===== src/sym_adjust_settings.svh =====
`ifndef SYM_ADJUST_SETTINGS_SVH
`define SYM_ADJUST_SETTINGS_SVH

`define SA_WIDTH            16
`define SA_SUBFRAME_WIDTH   8
`define SA_ENER_BITWIDTH    10
`define SA_BRANCH_BITWIDTH  2
`define SA_SYM_BITWIDTH     2
`define SA_NUM_PATTERNS     4
`define SA_PATTERN_DEPTH    4

// three frames, less the part of the oldest one no group ever looks at.
`define SA_WINDOW           (3*`SA_WIDTH-`SA_SUBFRAME_WIDTH)

`define SA_FLAG_BITWIDTH    $clog2(2*`SA_NUM_PATTERNS+1)

`endif


===== src/sym_adjust_pkg.sv =====
`include "sym_adjust_settings.svh"

package sym_adjust_pkg;

    // 0 is no event, 2k+1 is pattern k, 2k+2 is pattern k negated.
    typedef logic [`SA_FLAG_BITWIDTH-1:0] flag_t;

    typedef logic [`SA_ENER_BITWIDTH-1:0] ener_t;

    typedef logic signed [`SA_SYM_BITWIDTH-1:0] sym_t;

    typedef logic signed [`SA_BRANCH_BITWIDTH-1:0] branch_t;

    typedef enum logic [1:0] {
        SEQ_EMPTY,
        SEQ_PRIMING,
        SEQ_STREAMING
    } seq_state_t;

endpackage


===== src/lowest_energy_flag_locator.sv =====
`include "sym_adjust_settings.svh"

module lowest_energy_flag_locator (
    input  sym_adjust_pkg::flag_t flags     [`SA_WIDTH-1:0],
    input  sym_adjust_pkg::ener_t flag_ener [`SA_WIDTH-1:0],
    output sym_adjust_pkg::flag_t best_flag [`SA_WIDTH-1:0]
);

    localparam int IDX_W = $clog2(`SA_WIDTH);

    logic                  found;
    logic [IDX_W-1:0]      best_idx;
    sym_adjust_pkg::ener_t best_ener;

    always_comb begin
        found     = 1'b0;
        best_idx  = '0;
        best_ener = '1;
        for (int i = 0; i < `SA_WIDTH; i += 1) begin
            // strict compare keeps the lower index on a tie.
            if (flags[i] != '0 && (!found || flag_ener[i] < best_ener)) begin
                found     = 1'b1;
                best_idx  = IDX_W'(i);
                best_ener = flag_ener[i];
            end
        end
    end

    always_comb begin
        for (int i = 0; i < `SA_WIDTH; i += 1) begin
            best_flag[i] = (found && best_idx == IDX_W'(i)) ? flags[i] : '0;
        end
    end

endmodule


===== src/flag_window_buffer.sv =====
`include "sym_adjust_settings.svh"

module flag_window_buffer #(
    parameter type payload_t = logic
)(
    input  logic     clk,
    input  logic     rst,
    input  logic     shift_in,
    input  logic     clear,
    input  payload_t frame_in [`SA_WIDTH-1:0],
    output payload_t window   [`SA_WINDOW-1:0]
);

    // newest frame sits at the low indices, older frames move up by one frame per strobe.
    always_ff @(posedge clk) begin
        if (rst || clear) begin
            for (int i = 0; i < `SA_WINDOW; i += 1) begin
                window[i] <= '0;
            end
        end else if (shift_in) begin
            for (int i = 0; i < `SA_WIDTH; i += 1) begin
                window[i] <= frame_in[i];
            end
            for (int i = `SA_WIDTH; i < `SA_WINDOW; i += 1) begin
                window[i] <= window[i-`SA_WIDTH];
            end
        end
    end

    // a clear must win over a shift, so both ends of the window read zero afterwards.
    a_clear_wins: assert property (
        @(posedge clk) disable iff (rst)
        clear |=> (window[0] == '0 && window[`SA_WINDOW-1] == '0)
    );

endmodule


===== src/wide_subframe_symbol_adjust_locator.sv =====
`include "sym_adjust_settings.svh"

module wide_subframe_symbol_adjust_locator (
    input  sym_adjust_pkg::flag_t   flags            [`SA_WINDOW-1:0],
    input  sym_adjust_pkg::ener_t   flag_ener        [`SA_WINDOW-1:0],
    input  sym_adjust_pkg::branch_t trellis_patterns
                                    [`SA_NUM_PATTERNS-1:0][`SA_PATTERN_DEPTH-1:0],
    output sym_adjust_pkg::sym_t    symbol_adjust    [`SA_WIDTH-1:0]
);

    localparam int W         = `SA_WIDTH;
    localparam int S         = `SA_SUBFRAME_WIDTH;
    localparam int D         = `SA_PATTERN_DEPTH;
    localparam int NUM_CODES = 2 ** `SA_FLAG_BITWIDTH;
    localparam int ACC_W     = `SA_BRANCH_BITWIDTH + `SA_SYM_BITWIDTH + $clog2(D) + 1;
    localparam int SYM_MAX   = (1 << (`SA_SYM_BITWIDTH - 1)) - 1;
    localparam int SYM_MIN   = -(1 << (`SA_SYM_BITWIDTH - 1));

    sym_adjust_pkg::flag_t   best_blk  [1:0][W-1:0];
    sym_adjust_pkg::flag_t   best_red  [1:0][W-1:0];
    sym_adjust_pkg::flag_t   blk_frame [2*W-1:0];
    sym_adjust_pkg::flag_t   red_frame [2*W-1:0];
    sym_adjust_pkg::flag_t   selected  [2*W-1:0];
    logic signed [ACC_W-1:0] unfolded  [NUM_CODES-1:0][D-1:0];
    logic signed [ACC_W-1:0] acc       [2*W-1:0];

    // black groups are frame aligned, red groups are shifted by one subframe.
    for (genvar g = 0; g < 2; g += 1) begin : g_grp
        lowest_energy_flag_locator u_blk_loc (
            .flags     (flags[(g+1)*W-1:g*W]),
            .flag_ener (flag_ener[(g+1)*W-1:g*W]),
            .best_flag (best_blk[g])
        );

        lowest_energy_flag_locator u_red_loc (
            .flags     (flags[(g+2)*W-S-1:(g+1)*W-S]),
            .flag_ener (flag_ener[(g+2)*W-S-1:(g+1)*W-S]),
            .best_flag (best_red[g])
        );
    end

    // index c of both frames maps to window position c + W - S.
    always_comb begin
        for (int c = 0; c < 2*W; c += 1) begin
            if (c < W) begin
                red_frame[c] = best_red[0][c];
            end else begin
                red_frame[c] = best_red[1][c-W];
            end

            if (c < S) begin
                blk_frame[c] = best_blk[0][c+W-S];
            end else if (c < W + S) begin
                blk_frame[c] = best_blk[1][c-S];
            end else begin
                blk_frame[c] = '0;
            end
        end
    end

    // codes past 2*N stay zero so any flag value is a safe index.
    always_comb begin
        for (int f = 0; f < NUM_CODES; f += 1) begin
            for (int j = 0; j < D; j += 1) begin
                unfolded[f][j] = '0;
            end
        end
        for (int k = 0; k < `SA_NUM_PATTERNS; k += 1) begin
            for (int j = 0; j < D; j += 1) begin
                unfolded[2*k+1][j] = trellis_patterns[k][j];
                unfolded[2*k+2][j] = -trellis_patterns[k][j];
            end
        end
    end

    always_comb begin
        for (int c = 0; c < 2*W; c += 1) begin
            selected[c] = '0;
            acc[c]      = '0;
        end
        // only events starting at S-D or later can reach the output span.
        for (int c = S - D; c < W + S; c += 1) begin
            selected[c] = (red_frame[c] == blk_frame[c]) ? blk_frame[c] : '0;
            for (int j = 0; j < D; j += 1) begin
                acc[c+j] = acc[c+j] + unfolded[selected[c]][j];
            end
        end
    end

    always_comb begin
        for (int i = 0; i < W; i += 1) begin
            if (acc[i+S] > SYM_MAX) begin
                symbol_adjust[i] = sym_adjust_pkg::sym_t'(SYM_MAX);
            end else if (acc[i+S] < SYM_MIN) begin
                symbol_adjust[i] = sym_adjust_pkg::sym_t'(SYM_MIN);
            end else begin
                symbol_adjust[i] = acc[i+S][`SA_SYM_BITWIDTH-1:0];
            end
        end
    end

endmodule


===== src/frame_sequencer.sv =====
module frame_sequencer (
    input  logic                       clk,
    input  logic                       rst,
    input  logic                       in_valid,
    input  logic                       flush,
    input  logic [1:0]                 frames_loaded,
    output logic                       advance,
    output logic                       clear,
    output sym_adjust_pkg::seq_state_t state
);

    sym_adjust_pkg::seq_state_t state_next;
    logic                       window_full;

    assign window_full = (state == sym_adjust_pkg::SEQ_STREAMING) ||
                         (state == sym_adjust_pkg::SEQ_PRIMING && frames_loaded == 2'd2);

    assign advance = in_valid && !flush && window_full;  // flush wins over a strobe.
    assign clear   = flush;

    always_comb begin
        state_next = state;
        if (flush) begin
            state_next = sym_adjust_pkg::SEQ_EMPTY;
        end else if (in_valid) begin
            case (state)
                sym_adjust_pkg::SEQ_EMPTY:   state_next = sym_adjust_pkg::SEQ_PRIMING;
                sym_adjust_pkg::SEQ_PRIMING: begin
                    if (frames_loaded == 2'd2) begin
                        state_next = sym_adjust_pkg::SEQ_STREAMING;
                    end
                end
                default:                     state_next = state;
            endcase
        end
    end

    always_ff @(posedge clk) begin
        if (rst) begin
            state <= sym_adjust_pkg::SEQ_EMPTY;
        end else begin
            state <= state_next;
        end
    end

    a_no_advance_empty: assert property (
        @(posedge clk) disable iff (rst)
        (state == sym_adjust_pkg::SEQ_EMPTY) |-> !advance
    );

endmodule


===== src/frame_counter.sv =====
module frame_counter (
    input  logic                       clk,
    input  logic                       rst,
    input  sym_adjust_pkg::seq_state_t state,
    input  logic                       in_valid,
    input  logic                       advance,
    input  logic                       clear,
    output logic [1:0]                 frames_loaded,
    output logic [7:0]                 frame_seq
);

    always_ff @(posedge clk) begin
        if (rst || clear) begin
            frames_loaded <= 2'd0;
            frame_seq     <= 8'd0;
        end else begin
            if (in_valid && state != sym_adjust_pkg::SEQ_STREAMING &&
                frames_loaded != 2'd2) begin
                frames_loaded <= frames_loaded + 2'd1;  // saturates once two frames are held.
            end
            if (advance) begin
                frame_seq <= frame_seq + 8'd1;  // wraps at 256.
            end
        end
    end

endmodule


===== src/symbol_corrector.sv =====
`include "sym_adjust_settings.svh"

module symbol_corrector (
    input  logic                 clk,
    input  logic                 rst,
    input  logic                 advance,
    input  logic [7:0]           frame_seq,
    input  sym_adjust_pkg::sym_t prev_symbols  [`SA_WIDTH-1:0],
    input  sym_adjust_pkg::sym_t symbol_adjust [`SA_WIDTH-1:0],
    output logic                 out_valid,
    output sym_adjust_pkg::sym_t out_symbols   [`SA_WIDTH-1:0],
    output logic [7:0]           out_frame_seq
);

    localparam int SUM_W   = `SA_SYM_BITWIDTH + 1;
    localparam int SYM_MAX = (1 << (`SA_SYM_BITWIDTH - 1)) - 1;
    localparam int SYM_MIN = -(1 << (`SA_SYM_BITWIDTH - 1));

    logic signed [SUM_W-1:0] sum [`SA_WIDTH-1:0];

    always_comb begin
        for (int i = 0; i < `SA_WIDTH; i += 1) begin
            sum[i] = SUM_W'(prev_symbols[i]) + SUM_W'(symbol_adjust[i]);
        end
    end

    always_ff @(posedge clk) begin
        if (rst) begin
            out_valid <= 1'b0;
        end else begin
            out_valid <= advance;
        end
    end

    always_ff @(posedge clk) begin
        if (advance) begin
            out_frame_seq <= frame_seq;
            for (int i = 0; i < `SA_WIDTH; i += 1) begin
                if (sum[i] > SYM_MAX) begin
                    out_symbols[i] <= sym_adjust_pkg::sym_t'(SYM_MAX);
                end else if (sum[i] < SYM_MIN) begin
                    out_symbols[i] <= sym_adjust_pkg::sym_t'(SYM_MIN);
                end else begin
                    out_symbols[i] <= sum[i][`SA_SYM_BITWIDTH-1:0];
                end
            end
        end
    end

    // back to back outputs only come from back to back strobes.
    a_valid_pairs: assert property (
        @(posedge clk) disable iff (rst)
        (out_valid && $past(out_valid)) |-> ($past(advance) && $past(advance, 2))
    );

endmodule


===== src/sym_adjust_top.sv =====
`include "sym_adjust_settings.svh"

module sym_adjust_top (
    input  logic                    clk,
    input  logic                    rst,
    input  logic                    in_valid,
    input  sym_adjust_pkg::flag_t   in_flags   [`SA_WIDTH-1:0],
    input  sym_adjust_pkg::ener_t   in_ener    [`SA_WIDTH-1:0],
    input  sym_adjust_pkg::sym_t    in_symbols [`SA_WIDTH-1:0],
    input  logic                    flush,
    input  sym_adjust_pkg::branch_t trellis_patterns
                                    [`SA_NUM_PATTERNS-1:0][`SA_PATTERN_DEPTH-1:0],
    output logic                    out_valid,
    output sym_adjust_pkg::sym_t    out_symbols [`SA_WIDTH-1:0],
    output logic [7:0]              out_frame_seq
);

    sym_adjust_pkg::flag_t      flag_window   [`SA_WINDOW-1:0];
    sym_adjust_pkg::ener_t      ener_window   [`SA_WINDOW-1:0];
    sym_adjust_pkg::sym_t       sym_window    [`SA_WINDOW-1:0];
    sym_adjust_pkg::sym_t       symbol_adjust [`SA_WIDTH-1:0];
    sym_adjust_pkg::seq_state_t state;
    logic                       advance;
    logic                       clear;
    logic [1:0]                 frames_loaded;
    logic [7:0]                 frame_seq;

    flag_window_buffer #(.payload_t(sym_adjust_pkg::flag_t)) u_flag_buf (
        .clk(clk), .rst(rst), .shift_in(in_valid), .clear(clear),
        .frame_in(in_flags), .window(flag_window)
    );

    flag_window_buffer #(.payload_t(sym_adjust_pkg::ener_t)) u_ener_buf (
        .clk(clk), .rst(rst), .shift_in(in_valid), .clear(clear),
        .frame_in(in_ener), .window(ener_window)
    );

    flag_window_buffer #(.payload_t(sym_adjust_pkg::sym_t)) u_sym_buf (
        .clk(clk), .rst(rst), .shift_in(in_valid), .clear(clear),
        .frame_in(in_symbols), .window(sym_window)
    );

    wide_subframe_symbol_adjust_locator u_locator (
        .flags(flag_window), .flag_ener(ener_window),
        .trellis_patterns(trellis_patterns), .symbol_adjust(symbol_adjust)
    );

    frame_sequencer u_sequencer (
        .clk(clk), .rst(rst), .in_valid(in_valid), .flush(flush),
        .frames_loaded(frames_loaded), .advance(advance), .clear(clear), .state(state)
    );

    frame_counter u_counter (
        .clk(clk), .rst(rst), .state(state), .in_valid(in_valid), .advance(advance),
        .clear(clear), .frames_loaded(frames_loaded), .frame_seq(frame_seq)
    );

    // the frame one older than the newest is the one being corrected.
    symbol_corrector u_corrector (
        .clk(clk), .rst(rst), .advance(advance), .frame_seq(frame_seq),
        .prev_symbols(sym_window[2*`SA_WIDTH-1:`SA_WIDTH]),
        .symbol_adjust(symbol_adjust), .out_valid(out_valid),
        .out_symbols(out_symbols), .out_frame_seq(out_frame_seq)
    );

endmodule


===== config.mk =====
export PLATFORM = sky130hd
export DESIGN_NAME = sym_adjust_top
export DESIGN_NICKNAME = d
export VERILOG_FILES = /design/src/sym_adjust_pkg.sv /design/src/lowest_energy_flag_locator.sv /design/src/flag_window_buffer.sv /design/src/wide_subframe_symbol_adjust_locator.sv /design/src/frame_sequencer.sv /design/src/frame_counter.sv /design/src/symbol_corrector.sv /design/src/sym_adjust_top.sv
export VERILOG_INCLUDE_DIRS = /design/src
export SDC_FILE = /design/constraint.sdc
export NUM_CORES = 2
export LEC_CHECK = 0
export ABC_AREA = 1
export BUFFER_PORTS_ARGS = -buffer_cell sky130_fd_sc_hd__buf_2
export CAP_MARGIN = 25
export CELL_PAD_IN_SITES_DETAIL_PLACEMENT = 2
export CELL_PAD_IN_SITES_GLOBAL_PLACEMENT = 2
export CORE_ASPECT_RATIO = 0.9
export CORE_MARGIN = 4
export CORE_UTILIZATION = 38
export DETAILED_ROUTE_END_ITERATION = 8
export GPL_ROUTABILITY_DRIVEN = 0
export PLACE_DENSITY_LB_ADDON = 0.1
export RECOVER_POWER = 50
export SLEW_MARGIN = 20
export SYNTH_ARGS = -nofsm -noshare
export SYNTH_HDL_FRONTEND = slang
export SYNTH_SLANG_ARGS = --single-unit
export TNS_END_PERCENT = 30

===== constraint.sdc =====
create_clock -name clk -period 66.7 [get_ports clk]
set_clock_uncertainty 0.1 [all_clocks]
set_input_delay 16.675 -clock clk [delete_from_list [all_inputs] [get_ports clk]]
set_output_delay 16.675 -clock clk [all_outputs]
set_load 0.03 [all_outputs]

==> flow_metrics.env <==
export IMPL_status="finished with violations"
export IMPL_violations="capacitance limit, slew limit"
export IMPL_cts_made_buffers=83
export IMPL_hpwl_um=290500
export IMPL_yosysUniqueCellTypes=76
export IMPL_start_util_pct=38.37
export IMPL_required_ps=67060
export IMPL_vdd_drop_max_mv=0.01809
export IMPL_synth_ff_latch_count=677
export IMPL_die_area_sq_um=192700
export IMPL_num_io_pins=333
export IMPL_yosys_warnings=0
export IMPL_drt_initial_drc_count=7944
export IMPL_nNetsFinal=12040
export IMPL_synth_enable_flop_cells=40
export IMPL_drive_above_1_share_pct=9.571
export IMPL_cp_max_fo=44
export IMPL_cts_num_sinks=677
export IMPL_cts_htree_levels=3
export IMPL_viasPerCell=6.111
export IMPL_whs_endpoint="u_flag_buf.window[159]"
export IMPL_grt_max_degree=209
export IMPL_grt_use_total_pct=38.04
export IMPL_die_h_um=416.9
export IMPL_antenna_found_initial=27
export IMPL_synth_cells=10976
export IMPL_pwr_density_cell_nw_per_um2=18.44
export IMPL_min_period_ps=35600
export IMPL_finalPower_mw=1.393
export IMPL_crit_slowest_cell="a21oi_1"
export IMPL_grt_pass1_wl_um=560600
export IMPL_post_route_period_util_pct=53.37
export IMPL_clk_pin_slew_ps=60
export IMPL_die_w_um=462.3
export IMPL_syn_to_final_growth_pct=7.013
export IMPL_clockRootBuffer="clkbuf_16"
export IMPL_yosysMostFrequentCell="nand2_1"
export IMPL_portBuffers=332
export IMPL_crit_path_end_kind="register"
export IMPL_routed_wl_um=381300
export IMPL_final_cells=13441
export IMPL_finalSetupTns_ps=0
export IMPL_num_rows=149
export IMPL_cp_start_kind="register"
export IMPL_tightestPinTransition_ps=8890
export IMPL_slew_viol_final=1206
export IMPL_cts_repair_resized=0
export IMPL_ys_top_cells_by_count="nand2_1 (3398), a21oi_1 (1057), nand3_1 (960), inv_1 (890), o21ai_0 (776)"
export IMPL_grt_pass1_vias=85489
export IMPL_grt_overflow_total=0
export IMPL_cts_setup_buffers=0
export IMPL_maxCapViolCount=11
export IMPL_finalSetupViolations=0
export IMPL_fin_area_sq_um=75550
export IMPL_first_pass_iters=6
export IMPL_critPathKind="reg -> reg"
export IMPL_hold_viol_final=0
export IMPL_hp_class="reg -> reg"
export IMPL_crit_family="simple AND/OR/NAND/NOR gates"
export IMPL_ant_nets=0
export IMPL_cp_num_buf_inv=19
export IMPL_cp_arrival_ps=35960
export IMPL_rsz0062_at_grt="false"
export IMPL_reg2reg_slack_ps=31100
export IMPL_r2r_end="u_corrector.out_symbols[18]"
export IMPL_whs_path_depth=2
export IMPL_rr_startpoint="u_flag_buf.window[64]"
export IMPL_synth_cell_area_sq_um=70590
export IMPL_post_place_cells=13267
export IMPL_cp_common_cell="nand2_1"
export IMPL_synthTopCellsByArea="nand2_1 (18%), dfxtp_1 (18%), ha_1 (11%)"
export IMPL_synth_top_area_share_pct=18.07
export IMPL_fmax_mhz=28.09
export IMPL_vias=82136
export IMPL_total_leakage_power_nw=37.33
export IMPL_critPathMaxStageDelay_ps=840
export IMPL_core_area_sq_um=184000
export IMPL_synth_nets=12078
export IMPL_syn_avg_cell_area_sq_um=6.432
export IMPL_place_area_sq_um=72750
export IMPL_slew_headroom_pct=-492.6
export IMPL_insertion_delay_ps=730
export IMPL_clockBufferDepth=3
export IMPL_cts_hold_buf=0
export IMPL_cts_tree="yes"
export IMPL_seq_area_frac_synth_pct=19.77
export IMPL_async_flop_share_pct=0
export IMPL_hp_start="u_flag_buf.window[159]"
export IMPL_ff2ff_path_depth=206
export IMPL_drcViolationCount=0
export IMPL_wl_per_cell_um=28.37
export IMPL_synth_main_ff_cell="dfxtp_1"
export IMPL_yosysTopAreaCell="nand2_1"
-- stage by stage --
step                utilization (%)  hold WS, ps  worst slack, ps
finish                        41.06        364.7            31100
global route                  41.03        385.2            28070
CTS                           41.08        366.5            31850
detailed placement            39.54        330.6            32050
global placement              39.51        344.3            33390
floorplan                         -        308.2            40480
-- sequential cells by signal, summed over array words and instances (netlist names) --
| register | count |
|---|---|
| u_ener_buf.window | 400 |
| u_flag_buf.window | 160 |
| u_sym_buf.window | 64 |
| u_corrector.out_symbols | 32 |
| u_corrector.out_frame_seq | 8 |
| u_counter.frame_seq | 8 |
| u_counter.frames_loaded | 2 |
| u_sequencer.state | 2 |
| u_corrector.out_valid | 1 |
-- area by class of cell --
cell class	count	area (sq um)
fill	22811	108500
multi-input combinational	8708	49210
sequential	677	13950
inverter	996	3804
tap	2416	3023
timing repair buffer	472	2671
clock buffer	118	2432
clock inverter	31	397.9
antenna	23	57.56
-- worst reg2reg max path, delay by kind of cell, from the launching register on --
family | cells | cell delay [ps]
AOI/OAI and AO/OA | 24 | 6420
DFF | 1 | 680
xor gates and xnor gates | 1 | 230
buffers and inverters | 19 | 2170
adders and majority gates | 21 | 7680
and+or+nand+nor | 141 | 18020
-- where the power goes --
part           switching [mW]  internal [mW]  total [mW]
registers              0.0140          0.416       0.430
clock network           0.206          0.275       0.482
logic                   0.350          0.131       0.481
total                   0.570          0.823        1.39
-- cells in the final DEF (no fill, tap or decap), types with 52 or more instances in the layout --
cell type / netlist / routed
a21o_1: 59 / 59
a21oi_1: 1057 / 1055
buf_2: 80 / 291
buf_4: 40 / 126
clkbuf_1: 301 / 67
clkbuf_16: 0 / 86
dfxtp_1: 637 / 637
fa_1: 192 / 192
ha_1: 618 / 618
inv_1: 890 / 886
inv_2: 63 / 63
nand2_1: 3398 / 3398
nand2_2: 176 / 176
nand3_1: 960 / 960
nand3_2: 68 / 68
nand4_1: 226 / 226
nor2_1: 485 / 481
o211ai_1: 52 / 52
o21ai_0: 776 / 776
o21ai_1: 116 / 116
o21bai_1: 55 / 55
xor2_1: 68 / 67
-- kinds of logic (layout without fill, tap and decap cells) --
| kind of cell | after synthesis | after routing | share of synthesized area, % |
|---|---|---|---|
| flops | 677 | 677 | 19.77 |
| xor+xnor | 94 | 94 | 1.166 |
| buf+inv | 1591 | 1617 | 10.71 |
| compound gates | 2257 | 2257 | 17.22 |
| simple gates | 5531 | 5531 | 34.51 |
| other cells | 0 | 23 | 0 |
| fa+ha+maj | 826 | 826 | 16.63 |
-- routing by layer --
layer	vias up	track usage, %	wire length [um]	part of all wire, %
li1	36335	-	-	-
met1	41390	51.00	163500	43
met2	3474	56.86	159100	42
met3	929	9.629	37270	9.8
met4	8	18.29	21330	5.6
met5	-	0	55	0.014
-- worst max path at each step --
| stage | end | start | slack, ps | depth (start not counted) |
|---|---|---|---|---|
| after floorplan | u_corrector.out_symbols[26] | u_flag_buf.window[65] | 40480 | 237 |
| after detailed placement | u_corrector.out_symbols[18] | u_flag_buf.window[64] | 32050 | 206 |
| after global routing | u_corrector.out_symbols[18] | u_flag_buf.window[64] | 28070 | 208 |
| after global placement | u_corrector.out_symbols[26] | u_flag_buf.window[64] | 33390 | 203 |
| after CTS | u_corrector.out_symbols[18] | u_flag_buf.window[64] | 31850 | 206 |
| final | u_corrector.out_symbols[18] | u_flag_buf.window[64] | 31100 | 206 |
Power figures use the tool's default switching activity.
